<file path="src/prf_state_pkg.sv">
// enum types for the entry life cycle and the decoded rename request, shared by RTL and testbench
package prf_state_pkg;

	// life cycle of one physical entry
	// free entries can be handed out by rename, pending ones wait on a bus write
	typedef enum logic [1:0]
	{
		ENTRY_FREE    = 2'b00,   // on the free list
		ENTRY_PENDING = 2'b01,   // renamed, producer has not written back yet
		ENTRY_READY   = 2'b10    // value is valid and can be read by consumers
	} entry_state_e;

	// the two rename requests packed as {req1, req0}
	typedef enum logic [1:0]
	{
		ALLOC_NONE  = 2'b00,   // nothing to rename this cycle
		ALLOC_SLOT0 = 2'b01,   // only the first destination
		ALLOC_SLOT1 = 2'b10,   // only the second destination
		ALLOC_BOTH  = 2'b11    // two destinations in the same cycle
	} alloc_mode_e;

	// one spare state is left in entry_state_e
	// the entry logic never enters it

endpackage

</file>
<file path="src/prf_cfg_pkg.sv">
// size constants for the physical register file that every RTL module and the testbench import
package prf_cfg_pkg;

	//////////////////////////////////////////////////////////
	// register file geometry
	//////////////////////////////////////////////////////////

	// number of physical entries and the default size of the top level
	localparam int PRF_SIZE = 64;

	localparam int DATA_W = 64;   // width of one register value

	// tag of the hard-wired zero register
	// it reads as zero, is always ready and never leaves that state
	localparam int ZERO_TAG = 48;

endpackage
</file>
<file path="src/prf_entry.sv">
// one physical register entry with its own state, data and bus-write match, replicated by prf
`timescale 1ns/1ps

module prf_entry #(
	parameter int PRF_SIZE  = prf_cfg_pkg::PRF_SIZE,
	parameter int ENTRY_IDX = 0,
	parameter bit IS_ZERO   = 1'b0
) (
	input  logic                            clock,
	input  logic                            rst_n,
	input  logic                            grant,        // allocator picked this entry
	input  logic                            free,         // retire free or flush hit
	input  logic                            cdb0_valid,
	input  logic [$clog2(PRF_SIZE)-1:0]     cdb0_tag,
	input  logic [prf_cfg_pkg::DATA_W-1:0]  cdb0_value,
	input  logic                            cdb1_valid,
	input  logic [$clog2(PRF_SIZE)-1:0]     cdb1_tag,
	input  logic [prf_cfg_pkg::DATA_W-1:0]  cdb1_value,
	output logic                            available,    // entry sits on the free list
	output logic                            ready,        // value can be forwarded
	output logic [prf_cfg_pkg::DATA_W-1:0]  data
);
	import prf_cfg_pkg::*;
	import prf_state_pkg::*;

	localparam int TAG_W = $clog2(PRF_SIZE);
	// the zero register comes out of reset already holding its value
	localparam entry_state_e RESET_STATE = IS_ZERO ? ENTRY_READY : ENTRY_FREE;

	entry_state_e      state_q;
	logic [DATA_W-1:0] data_q;
	logic              cdb0_hit;
	logic              cdb1_hit;
	logic              wr_hit;
	logic [DATA_W-1:0] wr_value;

	// each entry compares the bus tags against its own index
	assign cdb0_hit = cdb0_valid && (cdb0_tag == TAG_W'(ENTRY_IDX));
	assign cdb1_hit = cdb1_valid && (cdb1_tag == TAG_W'(ENTRY_IDX));
	assign wr_hit   = cdb0_hit || cdb1_hit;
	assign wr_value = cdb1_hit ? cdb1_value : cdb0_value;   // cdb1 wins a tag collision

	////////////////////////////////////////////////////////////
	// state update
	////////////////////////////////////////////////////////////

	always_ff @(posedge clock)
	begin
		if (!rst_n)
			state_q <= RESET_STATE;
		else if (IS_ZERO)
			state_q <= ENTRY_READY;         // hard-wired entry ignores every event
		else if (free)
			state_q <= ENTRY_FREE;          // a free beats a write in the same cycle
		else if (wr_hit)
			state_q <= ENTRY_READY;         // and a write beats an allocation
		else if (grant)
			state_q <= ENTRY_PENDING;
	end

	// payload only moves on a bus hit
	always_ff @(posedge clock)
	begin
		if (wr_hit && !IS_ZERO)
			data_q <= wr_value;
	end

	assign available = (state_q == ENTRY_FREE);
	assign ready     = (state_q == ENTRY_READY);
	assign data      = IS_ZERO ? '0 : data_q;   // zero register never exposes stored bits

	// a producer only writes back to a tag that rename handed out earlier
	a_no_write_to_free: assert property (@(posedge clock) disable iff (!rst_n)
		wr_hit |-> (state_q != ENTRY_FREE));

endmodule

</file>
<file path="config.mk">
export PLATFORM = sky130hd
export DESIGN_NAME = prf_entry
export DESIGN_NICKNAME = d
export VERILOG_FILES = /design/src/prf_state_pkg.sv /design/src/prf_cfg_pkg.sv /design/src/prf_entry.sv
export SDC_FILE = /design/constraint.sdc
export NUM_CORES = 1
export LEC_CHECK = 0
export ABC_AREA = 1
export BUFFER_PORTS_ARGS = -buffer_cell sky130_fd_sc_hd__clkbuf_2
export CORE_MARGIN = 2
export CORE_UTILIZATION = 30
export CTS_BUF_LIST = sky130_fd_sc_hd__clkbuf_16
export DETAILED_ROUTE_END_ITERATION = 8
export HOLD_SLACK_MARGIN = 0.05
export PLACE_DENSITY = 0.64
export SYNTH_ARGS = -nofsm -noshare
export SYNTH_HDL_FRONTEND = slang
export SYNTH_SLANG_ARGS = --single-unit
</file>
<file path="constraint.sdc">
create_clock -name clock -period 2.95 [get_ports clock]
set_clock_uncertainty 0.2 [all_clocks]
set_input_delay 0 -clock clock [delete_from_list [all_inputs] [get_ports clock]]
set_output_delay 0 -clock clock [all_outputs]
set_load 0.02 [all_outputs]
</file>
==> reports/results.tsv, run 1 <==
stage	metric	value	unit
status	status	stopped before the end	
status	Fail Step	clock tree synthesis	
status	tool error	[ERROR RSZ-0060] Max buffer count reached.	
floorplanning	Rows	36	
clocking	CTS Buf Count	9	
logic_synthesis	Distinct cells, synth	13	
logic_synthesis	syn nets	456	
floorplanning	Die Wd	105	um
floorplanning	chip height	105	um
place	dpl hpwl	5930	um
clocking	CTS H-tree depth	3	
place	port bufs	211	
logic_synthesis	Syn Inst Count	310	
floorplanning	Initial Utilization	0.311	
clocking	CTS Hold Bufs	132	
clocking	CTS resizes	0	
logic_synthesis	Yosys warning count	0	
clocking	# clock sinks	66	
place	routability cong.	0.750	
floorplanning	I/O Pins	212	
clocking	number of setup buffers added after CTS	0	
place	Placed Instances	637	
clocking	root buf cell	clkbuf_16	
clocking	CTS Buffer Depth	2	
logic_synthesis	sequential fraction of the synthesis area	0.643	
logic_synthesis	#FFs+latches synth	66	
logic_synthesis	Syn Area/Cell	9.84	um2
logic_synthesis	Netlist Area Pre-Place	0.00305	mm2
[logic make-up after synthesis]
group                  synth area share
DFF                               0.643
AOI/OAI and AO/OA               0.00164
and+or+nand+nor                   0.289
buffers and inverters            0.0660
[Yosys cell counts (all sizes together)]
library cell,number,share of area
clkbuf,2,0.0025
or2,1,0.0021
nor3,1,0.0033
o21ai,1,0.0016
buf,19,0.050
inv,11,0.014
edfxtp,64,0.63
nor2,7,0.0086
nand2,137,0.17
nand3,65,0.11
dfxtp,2,0.013
[per-stage QoR]
stage,setup WS [ns],utilization,area (um2),hold slack (ns)
after floorplan,0.478,-,3050,-0.0450
after global placement,1.21,0.425,4170,0.0646
after detailed placement,1.19,0.425,4170,0.0689
==> run 2, diff against run 1 <==
--- a/config.mk
+++ b/config.mk
@@ -8,11 +8,9 @@
 export ABC_AREA = 1
 export BUFFER_PORTS_ARGS = -buffer_cell sky130_fd_sc_hd__clkbuf_2
 export CORE_MARGIN = 2
-export CORE_UTILIZATION = 30
-export CTS_BUF_LIST = sky130_fd_sc_hd__clkbuf_16
+export CORE_UTILIZATION = 20
 export DETAILED_ROUTE_END_ITERATION = 8
-export HOLD_SLACK_MARGIN = 0.05
-export PLACE_DENSITY = 0.64
+export PLACE_DENSITY_LB_ADDON = 0.15
 export SYNTH_ARGS = -nofsm -noshare
 export SYNTH_HDL_FRONTEND = slang
 export SYNTH_SLANG_ARGS = --single-unit
==> run 2 against run 1 <==
Effect of this change: the run now ends clean; area after synthesis unchanged; synthesized cell count stayed put.
==> reports/results.tsv, run 2 <==
stage	metric	value	unit	change
global_routing	vias in the first global route	3446		
status	status	completed		
layout	Core Util, Final	0.386		
clocking	CTS H-tree depth	3		unchanged
power_and_ir_drop	total chip power	2300	uW	
global_routing	initial antenna violation count	0		
sta	# setup viols final	0		
logic_synthesis	top-count cell post-synth	nand2_1		
logic_synthesis	#FFs+latches synth	66		unchanged
worst_hold_path	hold path start	grant		
sta	Slew Limit Fails	0		
logic_synthesis	Netlist Area Pre-Place	0.00305	mm2	unchanged
layout	area occupied by multi-input gates	911	um2	
global_routing	GR Util met3	0.0389		
detailed_routing	vias per cell	4.05		
clocking	clock latency on the worst-skew pair	0.32	ns	
detailed_routing	number of vias in the routed layout	3393		
worst_setup_path	Data arrival, critical path	1.96	ns	
layout	share of cells above drive strength 1	0.357		
detailed_routing	DRC viols	0		
clocking	CTS Hold Bufs	132		unchanged
floorplanning	I/O Pins	212		unchanged
clocking	CTS tree	built		
global_routing	met2 Use GR	0.197		
power_and_ir_drop	Clock power frac	0.398		
clocking	CTS resizes	0		unchanged
power_and_ir_drop	Internal	1820	uW	
sta	final-report hold violation count	0		
worst_setup_path	Worst setup SP type	input pin		
power_and_ir_drop	Peak VDD IR	223	uV	
logic_synthesis	syn nets	456		unchanged
detailed_routing	Initial DRC Count	122		
worst_setup_path	FF-to-FF setup slack	1.33	ns	
logic_synthesis	Synth async-reset ratio	0		unchanged
power_and_ir_drop	Power per Cell Area	396	mW/mm2	
clocking	number of setup buffers added after CTS	0		unchanged
clocking	Worst-path clk slew	0.05	ns	
worst_setup_path	CP Class	in -> reg		
sta	fin crit share	0.640		
floorplanning	Die Wd	128	um	+22%
sta	Max-slew headroom	0.417		
clocking	root buf cell	clkbuf_16		
worst_hold_path	Hold Path Class	in -> reg		
global_routing	largest net degree at the start of global routing	66		
layout	most frequent cells in the layout	211 x clkbuf_2, 135 x nand2_1, 132 x dlygate4sd3_1, 65 x nand3_1, 64 x edfxtp_1		
layout	synth-to-layout area growth	90.2	%	
logic_synthesis	Syn Area/Cell	9.84	um2	unchanged
power_and_ir_drop	switching pwr	484	uW	
sta	Max Clk Rate	530	MHz	
layout	nets	792		
power_and_ir_drop	Sw Ratio	0.210		
power_and_ir_drop	P_leak	0.00280	uW	
floorplanning	Rows	45		+25%
detailed_routing	drt total wl	9510	um	
layout	max FFs per register	64		
layout	fillers	1541		
worst_setup_path	critical path fanouts, max	2		
logic_synthesis	Distinct cells, synth	13		unchanged
logic_synthesis	top cells by area, synth	edfxtp_1 63%, nand2_1 17%, nand3_1 11%, buf_4 3.2%, buf_6 1.5%		
global_routing	GRT Util Overall	0.117		
detailed_routing	final antenna-violating net count	0		
place	dpl hpwl	6100	um	+2.9%
logic_synthesis	synth cell count leaders	137 x nand2_1, 65 x nand3_1, 64 x edfxtp_1		
sta	min cycle time layout	1.89	ns	
clocking	CTS Buffer Depth	2		unchanged
logic_synthesis	Post-synth EDFFs	64		unchanged
floorplanning	chip height	128	um	+22%
logic_synthesis	sequential fraction of the synthesis area	0.643		unchanged
worst_setup_path	RR Startpoint	state_q[1]$_SDFFE_PP0P_		
flow_run	max-cap violations	0		
place	routability cong.	0.733		-2.3%
layout	final design area excluding fillers	0.00580	mm2	
sta	TNS Setup	0	ns	
sta	worst slew pin tran	0.875	ns	
logic_synthesis	main flop type after synthesis	edfxtp_1		
floorplanning	die area	0.0163	mm2	
logic_synthesis	Yosys top cell area share	0.630		unchanged
sta	WHS	0.307	ns	
layout	commonest non-fill, non-tap cell in the layout	clkbuf_2		
place	port bufs	211		unchanged
global_routing	layer with the highest usage	met2		
clocking	CTS Buf Count	9		unchanged
detailed_routing	WL/cell	11.4	um	
place	placed cell areas	0.00423	mm2	+1.3%
global_routing	met1 usage	0.132		
layout	# diodes	0		
clocking	# clock sinks	66		unchanged
logic_synthesis	Syn Inst Count	310		unchanged
logic_synthesis	Yosys warning count	0		unchanged
global_routing	first-pass GRT wire length	15200	um	
power_and_ir_drop	part of the power in combinational logic	0.147		
worst_setup_path	Critical Path Start	free		
worst_setup_path	Required @ worst endpoint	3.02	ns	
power_and_ir_drop	Reg power frac	0.455		
global_routing	GRT Residual Overflow	0		
layout	Reg area	0.00196	mm2	
floorplanning	Initial Utilization	0.203		-0.108
sta	RSZ-0062 raised after global routing	no		
detailed_routing	1st-pass router iterations	4		
logic_synthesis	cell taking the most area after synthesis	edfxtp_1		
worst_setup_path	CP Capture Type	flip-flop		
floorplanning	Core Area	0.0150	mm2	
==> run 2: cell counts after synthesis <==
No cell type changed its count.
==> run 2: final cells by class <==
cell class | count | area share
inverters | 11 | 0.00712
multi-input cells | 212 | 0.157
repair buffers | 346 | 0.414
well taps | 188 | 0.0405
clock buffers | 11 | 0.0401
flip-flops and latches | 66 | 0.338
clock inverters | 4 | 0.00345
==> run 2: per-stage QoR <==
step / std cells / worst slack, ns
4_1_cts: 838 / 1.07
2_1_floorplan: 310 / 0.478
3_5_place_dp: 691 / 1.16
6_report: 838 / 1.06
3_3_place_gp: 691 / 1.20
5_1_grt: 838 / 0.983
==> run 2: logic make-up (layout without fill, tap and decap cells) <==
family,after synthesis,count (layout),share of synthesized area
compound gates,1,1,0.00164
buf+inv,32,372,0.0660
flops,66,66,0.643
simple gates,211,211,0.289
==> run 2: power by group through the flow <==
stage	Sequential [uW]	Combinational [uW]	Clock (uW)
after floorplan	1080	67.0	0
after global placement	1070	199	0
after detailed placement	1070	200	0
after CTS	1050	337	962
after global routing	1050	374	990
final	1050	337	915
==> run 2: critical path, stage by stage <==
cell	delay [ns]
dlygate4sd3_1	0.53
clkbuf_2	0.10
nor2_1	0.10
dlygate4sd3_1	0.58
nand2_1	0.05
dlygate4sd3_1	0.54
inv_1	0.05
==> run 2: path summary, 6_finish.rpt <==
path / endpoint / cells past startpoint
setup / recovery: state_q[1]$_SDFFE_PP0P_ / 7
hold / removal: state_q[0]$_SDFFE_PP0P_ / 4
setup reg to reg: state_q[1]$_SDFFE_PP0P_ / 6
hold reg to reg: state_q[0]$_SDFFE_PP0P_ / 2
==> run 2: layer usage <==
metal	wire [um]	vias to the layer above
met5	0	-
met4	246	0
met3	868	19
met2	4500	139
met1	3900	1529
li1	-	1706
(Power assumes the default switching activity.)
