--- config.mk ---
export PLATFORM = sky130hd
export DESIGN_NAME = prf_alloc
export DESIGN_NICKNAME = d
export VERILOG_FILES = /design/src/prf_state_pkg.sv /design/src/prf_cfg_pkg.sv /design/src/prf_alloc.sv
export SDC_FILE = /design/constraint.sdc
export NUM_CORES = 1
export LEC_CHECK = 0
export ABC_AREA = 1
export BUFFER_PORTS_ARGS = -buffer_cell sky130_fd_sc_hd__buf_2
export CELL_PAD_IN_SITES_DETAIL_PLACEMENT = 1
export CELL_PAD_IN_SITES_GLOBAL_PLACEMENT = 1
export CORE_MARGIN = 5
export CORE_UTILIZATION = 37
export DETAILED_ROUTE_END_ITERATION = 7
export GPL_TIMING_DRIVEN = 0
export PLACE_DENSITY_LB_ADDON = 0.08
export RECOVER_POWER = 25
export REMOVE_ABC_BUFFERS = 1
export SYNTH_ARGS = -nofsm -noshare
export SYNTH_HDL_FRONTEND = slang
export SYNTH_SLANG_ARGS = --single-unit
--- constraint.sdc ---
create_clock -name vclk -period 5.27
set_input_delay 0.7905 -clock vclk [all_inputs]
set_output_delay 0.7905 -clock vclk [all_outputs]
set_load 0.05 [all_outputs]
--- src/prf_state_pkg.sv ---
// enum types for the entry life cycle and the decoded rename request, shared by RTL and testbench
package prf_state_pkg;

	// life cycle of one physical entry
	// free entries can be handed out by rename, pending ones wait on a bus write
	typedef enum logic [1:0]
	{
		ENTRY_FREE    = 2'b00,   // on the free list
		ENTRY_PENDING = 2'b01,   // renamed, producer has not written back yet
		ENTRY_READY   = 2'b10    // value is valid and can be read by consumers
	} entry_state_e;

	// the two rename requests packed as {req1, req0}
	typedef enum logic [1:0]
	{
		ALLOC_NONE  = 2'b00,   // nothing to rename this cycle
		ALLOC_SLOT0 = 2'b01,   // only the first destination
		ALLOC_SLOT1 = 2'b10,   // only the second destination
		ALLOC_BOTH  = 2'b11    // two destinations in the same cycle
	} alloc_mode_e;

	// one spare state is left in entry_state_e
	// the entry logic never enters it

endpackage

--- src/prf_cfg_pkg.sv ---
// size constants for the physical register file that every RTL module and the testbench import
package prf_cfg_pkg;

	//////////////////////////////////////////////////////////
	// register file geometry
	//////////////////////////////////////////////////////////

	// number of physical entries and the default size of the top level
	localparam int PRF_SIZE = 64;

	localparam int DATA_W = 64;   // width of one register value

	// tag of the hard-wired zero register
	// it reads as zero, is always ready and never leaves that state
	localparam int ZERO_TAG = 48;

endpackage
--- src/prf_alloc.sv ---
// rename allocator, picks the two lowest free entries in one cycle and reports a full file
`timescale 1ns/1ps

module prf_alloc #(
	parameter int PRF_SIZE = prf_cfg_pkg::PRF_SIZE
) (
	input  logic                        clock,
	input  logic                        rst_n,
	input  logic [PRF_SIZE-1:0]         available,   // one bit per entry on the free list
	input  logic                        alloc_req0,
	input  logic                        alloc_req1,
	output logic [PRF_SIZE-1:0]         grant,       // one-hot per slot, merged
	output logic                        alloc0_valid,
	output logic [$clog2(PRF_SIZE)-1:0] alloc0_tag,
	output logic                        alloc1_valid,
	output logic [$clog2(PRF_SIZE)-1:0] alloc1_tag,
	output logic                        prf_full
);
	import prf_state_pkg::*;

	localparam int TAG_W = $clog2(PRF_SIZE);

	alloc_mode_e         mode;
	logic [PRF_SIZE-1:0] pick0;        // lowest free entry
	logic [PRF_SIZE-1:0] avail_rest;   // free entries with pick0 masked out
	logic [PRF_SIZE-1:0] pick1;        // next lowest free entry

	// one-hot to index, at most one bit is ever set here
	function automatic logic [TAG_W-1:0] encode(input logic [PRF_SIZE-1:0] onehot);
		logic [TAG_W-1:0] idx;
		idx = '0;
		for (int i = 0; i < PRF_SIZE; i++)
		begin
			if (onehot[i])
				idx = idx | TAG_W'(i);
		end
		return idx;
	endfunction

	assign mode = alloc_mode_e'({alloc_req1, alloc_req0});

	////////////////////////////////////////////////////////////
	// chained priority picks
	////////////////////////////////////////////////////////////

	// x & -x isolates the lowest set bit
	assign pick0      = available & (~available + PRF_SIZE'(1));
	assign avail_rest = available & ~pick0;
	assign pick1      = avail_rest & (~avail_rest + PRF_SIZE'(1));

	always_comb
	begin
		grant        = '0;
		alloc0_valid = 1'b0;
		alloc0_tag   = '0;
		alloc1_valid = 1'b0;
		alloc1_tag   = '0;
		case (mode)
			ALLOC_SLOT0:
			begin
				grant        = pick0;
				alloc0_valid = |pick0;
				alloc0_tag   = encode(pick0);
			end
			ALLOC_SLOT1:
			begin
				// a lone second request still takes the lowest entry
				grant        = pick0;
				alloc1_valid = |pick0;
				alloc1_tag   = encode(pick0);
			end
			ALLOC_BOTH:
			begin
				grant        = pick0 | pick1;
				alloc0_valid = |pick0;
				alloc0_tag   = encode(pick0);
				alloc1_valid = |pick1;   // drops when only one entry is left
				alloc1_tag   = encode(pick1);
			end
			default:
			begin
				grant = '0;   // no request, nothing leaves the free list
			end
		endcase
	end

	assign prf_full = ~|available;

	// the entries see at most two renames per edge
	a_grant_max_two: assert property (@(posedge clock) disable iff (!rst_n)
		$countones(grant) <= 2);

	// two destinations in one cycle must never share a physical entry
	a_tags_differ: assert property (@(posedge clock) disable iff (!rst_n)
		(alloc0_valid && alloc1_valid) |-> (alloc0_tag != alloc1_tag));

endmodule

==> out/qor.yml, run 1 <==
job:
  drv_cap: 0
worst_setup_path:
  cp_max_fo: 9
  critical_path_class: "in -> out"
  crit_start: "available[15]"
  arrival_ps: 4120
  crit_required_ps: 4480
  crit_path_start_kind: "input pin"
  worst_setup_path_end_kind: "output port"
pwr:
  ir_drop_v: 0.00004762
  fin_total_pwr_uw: 297.5
  p_leak_uw: 0.003360
  p_per_area_mw_per_mm2: 46.12
final_layout:
  nNetsFinal: 1449
  diodes: 0
  nFlopsAndLatches: 0
  nClkBuffers: 0
  area.growth.synth_to_final_pct: 16.76
  utilization_pct: 44.22
  drive_gt1_share_pct: 15.85
  seq_area_um2: 0
  fillers: 2397
logic_synthesis:
  syn_inst: 1241
  yosysTopAreaCell: "nand2_1"
  syn_area_mm2: 0.005525
  postSynthAreaPerCell_um2: 4.452
  ys_types: 42
  synth.top_cell.area_share_pct: 28.33
  ys_seq_area_share_pct: 0
  yosys_warnings: 0
  yosys-top-cells-area: "nand2_1 (28%), nor2_1 (20%), nand3_1 (9.9%)"
detailed_routing:
  wl_met1_um: 14810
  vias: 8912
  via_per_inst: 5.716
  drt_iter0_markers: 935
  dr_wl_met2_um: 13800
  wl_met3_um: 3171
  drt_wl_total_um: 32750
  drc: 0
  postRouteAntennaNets: 0
  wl_per_cell_um: 21.01
  dr.pass1.iters: 5
  top_layer: "met4"
sta:
  fin_ws_ps: 362.5
  setup_violations: 0
  tightest_slew_ps: 1366
  hold_ws_ps: 2055
  max_freq_mhz: 203.8
  slew_headroom_pct: 8.946
  period_minus_slack_ps: 4908
  rsz0062_at_grt: "no"
  maxSlewViolCount: 0
  min_period_over_period_pct: 93.12
  finalHoldViolCount: 0
global_route:
  overflow: 0
  grt_pass1_vias: 8606
  grtUsageTotal_pct: 35.61
  antenna_found_initial: 0
  grt_pass1_wl_um: 49300
  grt_max_degree: 45
die:
  core.rowCount: 44
  die-area_mm2: 0.01748
  io_pins: 147
  die_w_um: 132.2
  initial_core_util_pct: 37.87
  coreArea_mm2: 0.01459
  die_y_um: 132.2
min_path:
  holdCritPathClass: "in -> out"
  min_from: "available[2]"
  whs_path_depth: 4
  hold_path_end: "grant[2]"
placement:
  place.gp.congestion: 1.047
  dp_worst_setup_slack_ps: 536.3
  dpl.hpwl_um: 29360
  io_buffers: 145
clock_network:
  cts-hold-fix-buffers: 0
  post_cts_buffers: 0
  cts_resized: 0
status:
  run_status: "complete, no violations"
critical path, cell delays in order:
cell and delay [ps]:
buf_2 150, nor2_1 230, nand2_1 110, nor2_1 170, nand3_1 260, o21ai_1 510, nand2_1 170, nor2_1 190
nand3_1 170, nor2_4 330, nand4_2 220, or2_1 270, a21oi_1 220, buf_2 310
where the power goes:
group	leakage (µW)	internal, µW	switching, µW	total, µW
Sequential	0	0	0	0
Clock	0	0	0	0
Combinational	0.00336	70.8	227	298
Total	0.00336	70.8	227	298
synth_stat cells (3+ instances only):
| cell | count |
|---|---|
| a21oi_1 | 59 |
| a31oi_1 | 4 |
| and3_1 | 3 |
| buf_1 | 4 |
| clkbuf_1 | 8 |
| ha_1 | 4 |
| inv_1 | 136 |
| inv_2 | 20 |
| nand2_1 | 417 |
| nand2_2 | 13 |
| nand2_4 | 4 |
| nand3_1 | 109 |
| nand3b_1 | 7 |
| nand4_1 | 46 |
| nor2_1 | 297 |
| nor2_2 | 21 |
| nor2_4 | 19 |
| nor3_1 | 17 |
| nor3b_1 | 3 |
| nor4_1 | 7 |
| o21ai_0 | 11 |
| o21ai_1 | 7 |
placed cells by master (no fill, tap or decap), types with 7 or more instances in the layout:
| cell | Yosys | final |
|---|---|---|
| nand4_1 | 46 | 46 |
| nand2_1 | 417 | 417 |
| clkbuf_1 | 8 | 16 |
| a21oi_1 | 59 | 59 |
| nand3b_1 | 7 | 7 |
| nor3_1 | 17 | 17 |
| o21ai_1 | 7 | 7 |
| nor2_4 | 19 | 19 |
| o21ai_0 | 11 | 11 |
| nand3_1 | 109 | 109 |
| nor4_1 | 7 | 7 |
| nor2_1 | 297 | 297 |
| nand2_2 | 13 | 13 |
| nor2_2 | 21 | 21 |
| inv_2 | 20 | 20 |
| buf_2 | 1 | 129 |
| inv_1 | 136 | 136 |
through the flow:
stage          std cells  cell area, µm²  TNS, ps
5_1_grt             1559            6451        0
3_5_place_dp        1559            6476        0
4_1_cts             1559            6476        0
3_3_place_gp        1557            6431   -57250
6_report            1559            6451        0
2_1_floorplan       1228            5475        0
worst max path at each step:
| stage | end | slack, ps | cells after the start |
|---|---|---|---|
| 6_report | grant[46] | 360 | 14 |
| 5_1_grt | alloc1_tag[3] | 140 | 21 |
| 4_1_cts | alloc1_valid | 520 | 21 |
| 3_5_place_dp | alloc1_valid | 540 | 21 |
| 3_3_place_gp | grant[38] | -1170 | 6 |
| 2_1_floorplan | grant[4] | 60 | 4 |
cells by family after synthesis:
kind of cell / Yosys count / share of synthesized area [%]
simple gates: 976 / 78.76
compound gates: 90 / 8.695
fa+ha+maj: 4 / 0.9058
buf+inv: 171 / 11.64
area by class of cell:
| class | count | area [µm²] | share of cell area, % |
|---|---|---|---|
| Tap cell | 184 | 230.2 | 3.569 |
| Inverter | 158 | 593.1 | 9.193 |
| Timing Repair Buffer | 147 | 745.7 | 11.56 |
| Multi-Input combinational cell | 1070 | 4882 | 75.68 |
routing by layer:
layer | global-route usage [%] | vias to the layer above
li1 | - | 4208
met1 | 52.77 | 4205
met2 | 54.55 | 440
met3 | 4.733 | 59
met4 | 8.032 | 0
met5 | 0 | -
Power figures use the tool's default switching activity.
==> run 2, diff against run 1 <==
--- a/config.mk
+++ b/config.mk
@@ -5,12 +5,12 @@
 export SDC_FILE = /design/constraint.sdc
 export NUM_CORES = 1
 export LEC_CHECK = 0
-export ABC_AREA = 1
+export ABC_AREA = 0
 export BUFFER_PORTS_ARGS = -buffer_cell sky130_fd_sc_hd__buf_2
 export CELL_PAD_IN_SITES_DETAIL_PLACEMENT = 1
 export CELL_PAD_IN_SITES_GLOBAL_PLACEMENT = 1
 export CORE_MARGIN = 5
-export CORE_UTILIZATION = 37
+export CORE_UTILIZATION = 26
 export DETAILED_ROUTE_END_ITERATION = 7
 export GPL_TIMING_DRIVEN = 0
 export PLACE_DENSITY_LB_ADDON = 0.08
==> run 2 against run 1 <==
The flow now finishes with violations (max-capacitance violations, max-slew violations, negative setup slack). Fmax fell by 9.0%. Via count fell by 16%. Final area rose by 3.2%. Critical path type unchanged. Highest routed layer unchanged.
==> out/qor.yml, run 2 <==
logic_synthesis:
  synth_xor_area_share_pct: 0.5801  # +0.58 points
  yosysTopAreaCell: "nand2_1"
  synth_top_family_by_area: "simple AND/OR/NAND/NOR gates"
  yosys_warnings: 0  # unchanged
  yosysMostFrequentCell: "nand2_1"
  ys_seq_area_share_pct: 0  # unchanged
  ys_types: 77  # +83%
  syn_area_mm2: 0.004529  # -18%
  postSynthAreaPerCell_um2: 5.755  # +29%
  synth_fa_ha_area_share_pct: 1.796  # +0.89 points
  synthTopCellsByCount: "nand2_1 (100), nor2_1 (97), a21oi_1 (62)"
  synthSimpleGateAreaFrac_pct: 56.13  # -23 points
  syn_inst: 787  # -37%
  synth-compound-area-share_pct: 35.25  # +27 points
  yosys-top-cells-area: "nand2_1 (8.3%), nor2_1 (8.0%), a21oi_1 (6.9%)"
  yosys-mux-area-fraction_pct: 0  # unchanged
  synth.top_cell.area_share_pct: 8.287  # -20 points
final_layout:
  nFlopsAndLatches: 0  # unchanged
  drive_gt1_share_pct: 32.07  # +16 points
  nClkBuffers: 0  # unchanged
  diodes: 0  # unchanged
  area.growth.synth_to_final_pct: 47.04
  nNetsFinal: 1022  # -29%
  stdcell_count: 1173  # -25%
  layout.cells.most_common: "buf_2"
  mostFrequentLayoutCells: "buf_2 (114), nand2_1 (96), nor2_1 (90)"
  seq_area_um2: 0  # unchanged
  fillers: 2295  # -4.3%
  multi_input_area_mm2: 0.004942  # +1.2%
pwr:
  fin_total_pwr_uw: 347.1  # +17%
  p_per_area_mw_per_mm2: 52.11  # +13%
  ir_drop_v: 0.00004398  # -7.6%
  p_leak_uw: 0.002530  # -25%
detailed_routing:
  wl_met1_um: 11860  # -20%
  wl_per_cell_um: 24.80  # +18%
  via_per_inst: 6.405  # +12%
  drc: 0  # unchanged
  wl_met3_um: 2052  # -35%
  top_layer: "met4"
  postRouteAntennaNets: 0  # unchanged
  drt_iter0_markers: 578  # -38%
  dr_wl_met2_um: 13990  # +1.4%
  drt_wl_total_um: 29090  # -11%
  dr.pass1.iters: 5  # unchanged
  vias: 7513  # -16%
sta:
  tightest_slew_ps: 2369  # +1003 ps
  hold_ws_ps: 1982  # -73.01 ps
  period_minus_slack_ps: 5393  # +485.2 ps
  slew_headroom_pct: -57.95  # -67 points
  min_period_over_period_pct: 102.3  # +9.2 points
  rsz0062_at_grt: "yes"
  fin_ws_ps: -122.7  # -485.2 ps
  setup_violations: 6  # +6
  maxSlewViolCount: 61  # +61
  max_freq_mhz: 185.4  # -9.0%
  finalHoldViolCount: 0  # unchanged
placement:
  dp_worst_setup_slack_ps: -1809  # -2345 ps
  io_buffers: 145  # unchanged
  place.gp.congestion: 0.9482  # -9.4%
  dpl.hpwl_um: 22310  # -24%
  placed_cells: 1113  # -29%
worst_setup_path:
  worst_setup_path_end_kind: "output port"
  critPathMaxStageDelay_ps: 600  # +90 ps
  path_buf_inv: 3  # +1
  cp_max_fo: 9  # unchanged
  crit_path_start_kind: "input pin"
  crit_required_ps: 4480  # about the same
  critical_path_class: "in -> out"
  path_cells: "buf_12 > or4_4 > buf_4 > o31ai_2 > o2111a_2 > nand3_4 > or3_4 > nor3_4 > nand3_4 > a2111o_1 > o211ai_1 > nor3_1 > o22ai_1 > buf_4"
  critPathSlowestCell: "or4_4"
  arrival_ps: 4600  # +480 ps
  crit_family: "simple AND/OR/NAND/NOR gates"
job:
  drv_cap: 2  # +2
die:
  io_pins: 147  # unchanged
  coreArea_mm2: 0.01718  # +18%
  die_w_um: 142.0  # +7.4%
  die_y_um: 142.0  # +7.4%
  die-area_mm2: 0.02016  # +15%
  initial_core_util_pct: 26.37  # -12 points
  core.rowCount: 48  # +9.1%
global_route:
  antenna_found_initial: 0  # unchanged
  grtUsageTotal_pct: 26.48  # -9.1 points
  grt_pass1_wl_um: 42990  # -13%
  grt_max_degree: 33  # -27%
  grt_pass1_vias: 7420  # -14%
  overflow: 0  # unchanged
min_path:
  holdCritPathClass: "in -> out"
status:
  violations: "max-capacitance violations, max-slew violations, negative setup slack"
  run_status: "finished with violations"
## run 2: metrics by stage
step / utilization (%) / cell area, µm² / setup TNS, ps
4_1_cts: 36.37 / 6247 / -1.718
6_report: 38.77 / 6660 / -360.2
2_1_floorplan: - / 4329 / -6156
3_3_place_gp: 31.07 / 5336 / -75210
5_1_grt: 38.77 / 6660 / -1211
3_5_place_dp: 31.31 / 5378 / -66270
## run 2: final cells by class
| type | instances | area share (%) |
|---|---|---|
| Inverter | 22 | 1.240 |
| Multi-Input combinational cell | 721 | 74.21 |
| Tap cell | 225 | 4.227 |
| Timing Repair Buffer | 205 | 20.33 |
## run 2: final timing paths
| check | startpoint | end | depth (start not counted) |
|---|---|---|---|
| max | available[7] | alloc1_tag[1] | 14 |
| min | available[61] | grant[61] | 4 |
## run 2: power breakdown
part           switching [µW]  internal [µW]  leakage [µW]  total (µW)
Combinational             238            109       0.00253         347
Clock                       0              0             0           0
Sequential                  0              0             0           0
## run 2: what timing repair did
item | in CTS | in global routing
cloned | 1 | 1
endpoints found under the setup margin | 60 | 32
resized for setup | 130 | 45
pin swaps | 25 | 34
setup buffers | 29 | 29
hold buffers | 0 | 0
## run 2: cell families after synthesis
group                      after synthesis
adders and majority gates                7
buffers and inverters                   68
xor gates and xnor gates                 3
and+or+nand+nor                        477
AOI/OAI and AO/OA                      232
## run 2: routing by layer
metal | up-vias | GRT usage, %
met5 | - | 0
met4 | 0 | 9.596
met3 | 75 | 3.427
met2 | 352 | 46.21
met1 | 3667 | 33.29
li1 | 3419 | -
==> run 3, diff against run 2 <==
--- a/config.mk
+++ b/config.mk
@@ -9,7 +9,7 @@
 export BUFFER_PORTS_ARGS = -buffer_cell sky130_fd_sc_hd__buf_2
 export CELL_PAD_IN_SITES_DETAIL_PLACEMENT = 1
 export CELL_PAD_IN_SITES_GLOBAL_PLACEMENT = 1
-export CORE_MARGIN = 5
+export CORE_MARGIN = 1
 export CORE_UTILIZATION = 26
 export DETAILED_ROUTE_END_ITERATION = 7
 export GPL_TIMING_DRIVEN = 0
==> run 3 against run 2 <==
The flow still finishes with violations (max-capacitance violations, max-slew violations, negative setup slack). Critical path depth is 1 lower. Routed wire length increased by 1.0%. Largest power group unchanged. Via count decreased by 0.83%. Final area increased by 2.1%. Worst hold slack got worse by 25 ps. Critical endpoint is now alloc1_tag[2]. Highest routed layer unchanged. Non-clock buffer count up 3. Critical path type unchanged. Core utilization is 1.7 points higher. Die area fell by 11%. Fmax rose by 1.4%. Combinational power grew 3%.
==> out/qor.yml, run 3 (same netlist as run 2, synthesis figures left out) <==
detailed_routing:
  wl_per_cell_um: 25.10  # +1.2%
  drt_iter0_markers: 449  # -22%
  postRouteAntennaNets: 0  # unchanged
  via_per_inst: 6.363  # -0.66%
  drt_wl_total_um: 29400  # +1.0%
  vias: 7451  # -0.83%
  dr.pass1.iters: 5  # unchanged
  drc: 0  # unchanged
global_route:
  grt_use_met3_pct: 2.116  # -1.3 points
  overflow: 0  # unchanged
  grt_max_degree: 31  # -6.1%
  met1_usage_pct: 40.58  # +7.3 points
  use_met2_pct: 54.43  # +8.2 points
  grt_pass1_wl_um: 44240  # +2.9%
  grtUsageTotal_pct: 31.26  # +4.8 points
  antenna_found_initial: 0  # unchanged
  gr-max-usage-layer: "met2"
  grt_pass1_vias: 7396  # -0.32%
final_layout:
  layout.cells.most_common: "buf_2"
  diodes: 0  # unchanged
  fillers: 2219  # -3.3%
  nClkBuffers: 0  # unchanged
  utilization_pct: 40.44  # +1.7 points
  seq_area_um2: 0  # unchanged
  mostFrequentLayoutCells: "buf_2 (108), nand2_1 (95), nor2_1 (90)"
  area.growth.synth_to_final_pct: 50.17
  nNetsFinal: 1025  # +0.29%
  drive_gt1_share_pct: 33.33  # +1.3 points
  nFlopsAndLatches: 0  # unchanged
  stdcell_count: 1171  # -0.17%
status:
  violations: "max-capacitance violations, max-slew violations, negative setup slack"
  run_status: "finished with violations"
pwr:
  p_seq_share_pct: 0  # unchanged
  clkPwrFrac_pct: 0  # unchanged
  switching_power_uw: 244.7  # +2.7%
  power_switching_share_pct: 68.82  # +0.18 points
  combPwrFrac_pct: 100.0  # about the same
  internal_power_uw: 110.9  # +1.9%
  p_leak_uw: 0.002567  # +1.5%
  ir_drop_v: 0.00004061  # -7.7%
  fin_total_pwr_uw: 355.5  # +2.4%
  p_per_area_mw_per_mm2: 52.27  # +0.31%
sta:
  hold_ws_ps: 1958  # -24.65 ps
  setup_tns_ps: -154.2  # +206.0 ps
  rsz0062_at_grt: "yes"
  period_minus_slack_ps: 5318  # -74.32 ps
  setup_violations: 5  # -1
  slew_headroom_pct: -13.69  # +44 points
  maxSlewViolCount: 61  # unchanged
  finalHoldViolCount: 0  # unchanged
  tightest_slew_ps: 1703  # -665.8 ps
  max_freq_mhz: 188.0  # +1.4%
  fin_ws_ps: -48.34  # +74.32 ps
  min_period_over_period_pct: 100.9  # -1.4 points
worst_setup_path:
  worst_setup_path_end_kind: "output port"
  path_cells: "buf_12 > or4_4 > o41ai_4 > o21ai_1 > a211o_4 > or3_4 > nor3_4 > nand3_4 > a2111o_1 > o211ai_1 > nor3_1 > a21oi_1 > buf_4"
  cp_max_fo: 7  # -2
  critPathSlowestCell: "or4_4"
  critical_path_class: "in -> out"
  crit_path_start_kind: "input pin"
  arrival_ps: 4530  # -70 ps
  cp.depth: 13  # -1
  endpoint: "alloc1_tag[2]"
  crit_start: "available[0]"
  critPathMaxStageDelay_ps: 610  # about the same
  crit_family: "compound AO/OA/AOI/OAI gates"
  path_buf_inv: 2  # -1
  crit_required_ps: 4480  # about the same
die:
  initial_core_util_pct: 26.93  # +0.56 points
  die_y_um: 134.0  # -5.6%
  die-area_mm2: 0.01795  # -11%
  die_w_um: 134.0  # -5.6%
  core.rowCount: 47  # -2.1%
  coreArea_mm2: 0.01682  # -2.1%
  io_pins: 147  # unchanged
min_path:
  holdCritPathClass: "in -> out"
clock_network:
  cts-hold-fix-buffers: 0  # unchanged
placement:
  placed_cells: 1108  # -0.45%
  dpl.hpwl_um: 22090  # -0.97%
  io_buffers: 145  # unchanged
  place.gp.congestion: 0.9600  # +1.2%
job:
  drv_cap: 2  # unchanged
==> run 3: changes by cell type in the layout (fill, tap and decap cells not counted), sizes merged <==
cell	before	now
clkbuf	14	17
==> run 3: layout make-up <==
type                       count  area, µm²  area share, %
inverter                      22      82.58          1.214
multi-input combinational    721       5040          74.10
tap                          220      275.3          4.047
timing repair buffer         208       1404          20.64
==> run 3: how the worst min path moves through the flow <==
stage | start | end | slack [ps] | depth (start not counted)
after floorplan | available[22] | grant[22] | 1800 | 2
after global placement | available[61] | grant[61] | 1980 | 4
after detailed placement | available[61] | grant[61] | 1990 | 4
after CTS | available[63] | grant[63] | 1970 | 4
after global routing | available[63] | grant[63] | 1980 | 4
final | available[63] | grant[63] | 1960 | 4
==> run 3: metrics by stage <==
stage	area, µm²	setup WS (ps)
2_1_floorplan	4329	-493.0
3_3_place_gp	5330	-1781
3_5_place_dp	5379	-1831
4_1_cts	6296	-40.57
5_1_grt	6802	-176.4
6_report	6802	-48.34
==> run 3: per-layer routing <==
layer	part of all wire, %	vias to the layer above
met5	0	-
met2	48	343
met3	5.8	67
met4	4.0	0
met1	42	3619
li1	-	3422
==> run 3: power groups by stage <==
stage / sequential [µW] / clock, µW / combinational (µW)
after global routing: 0 / 0 / 376
after floorplan: 0 / 0 / 144
after CTS: 0 / 0 / 325
after global placement: 0 / 0 / 279
final: 0 / 0 / 356
after detailed placement: 0 / 0 / 286
==> run 3: timing repair <==
| item | in CTS | in global routing |
|---|---|---|
| pin swaps | 31 | 23 |
| buffers inserted | 37 | 23 |
| endpoints found under the setup margin | 59 | 32 |
| gates resized for setup | 134 | 72 |
| endpoints found under the hold margin | 0 | 0 |
| gates cloned | 1 | 2 |
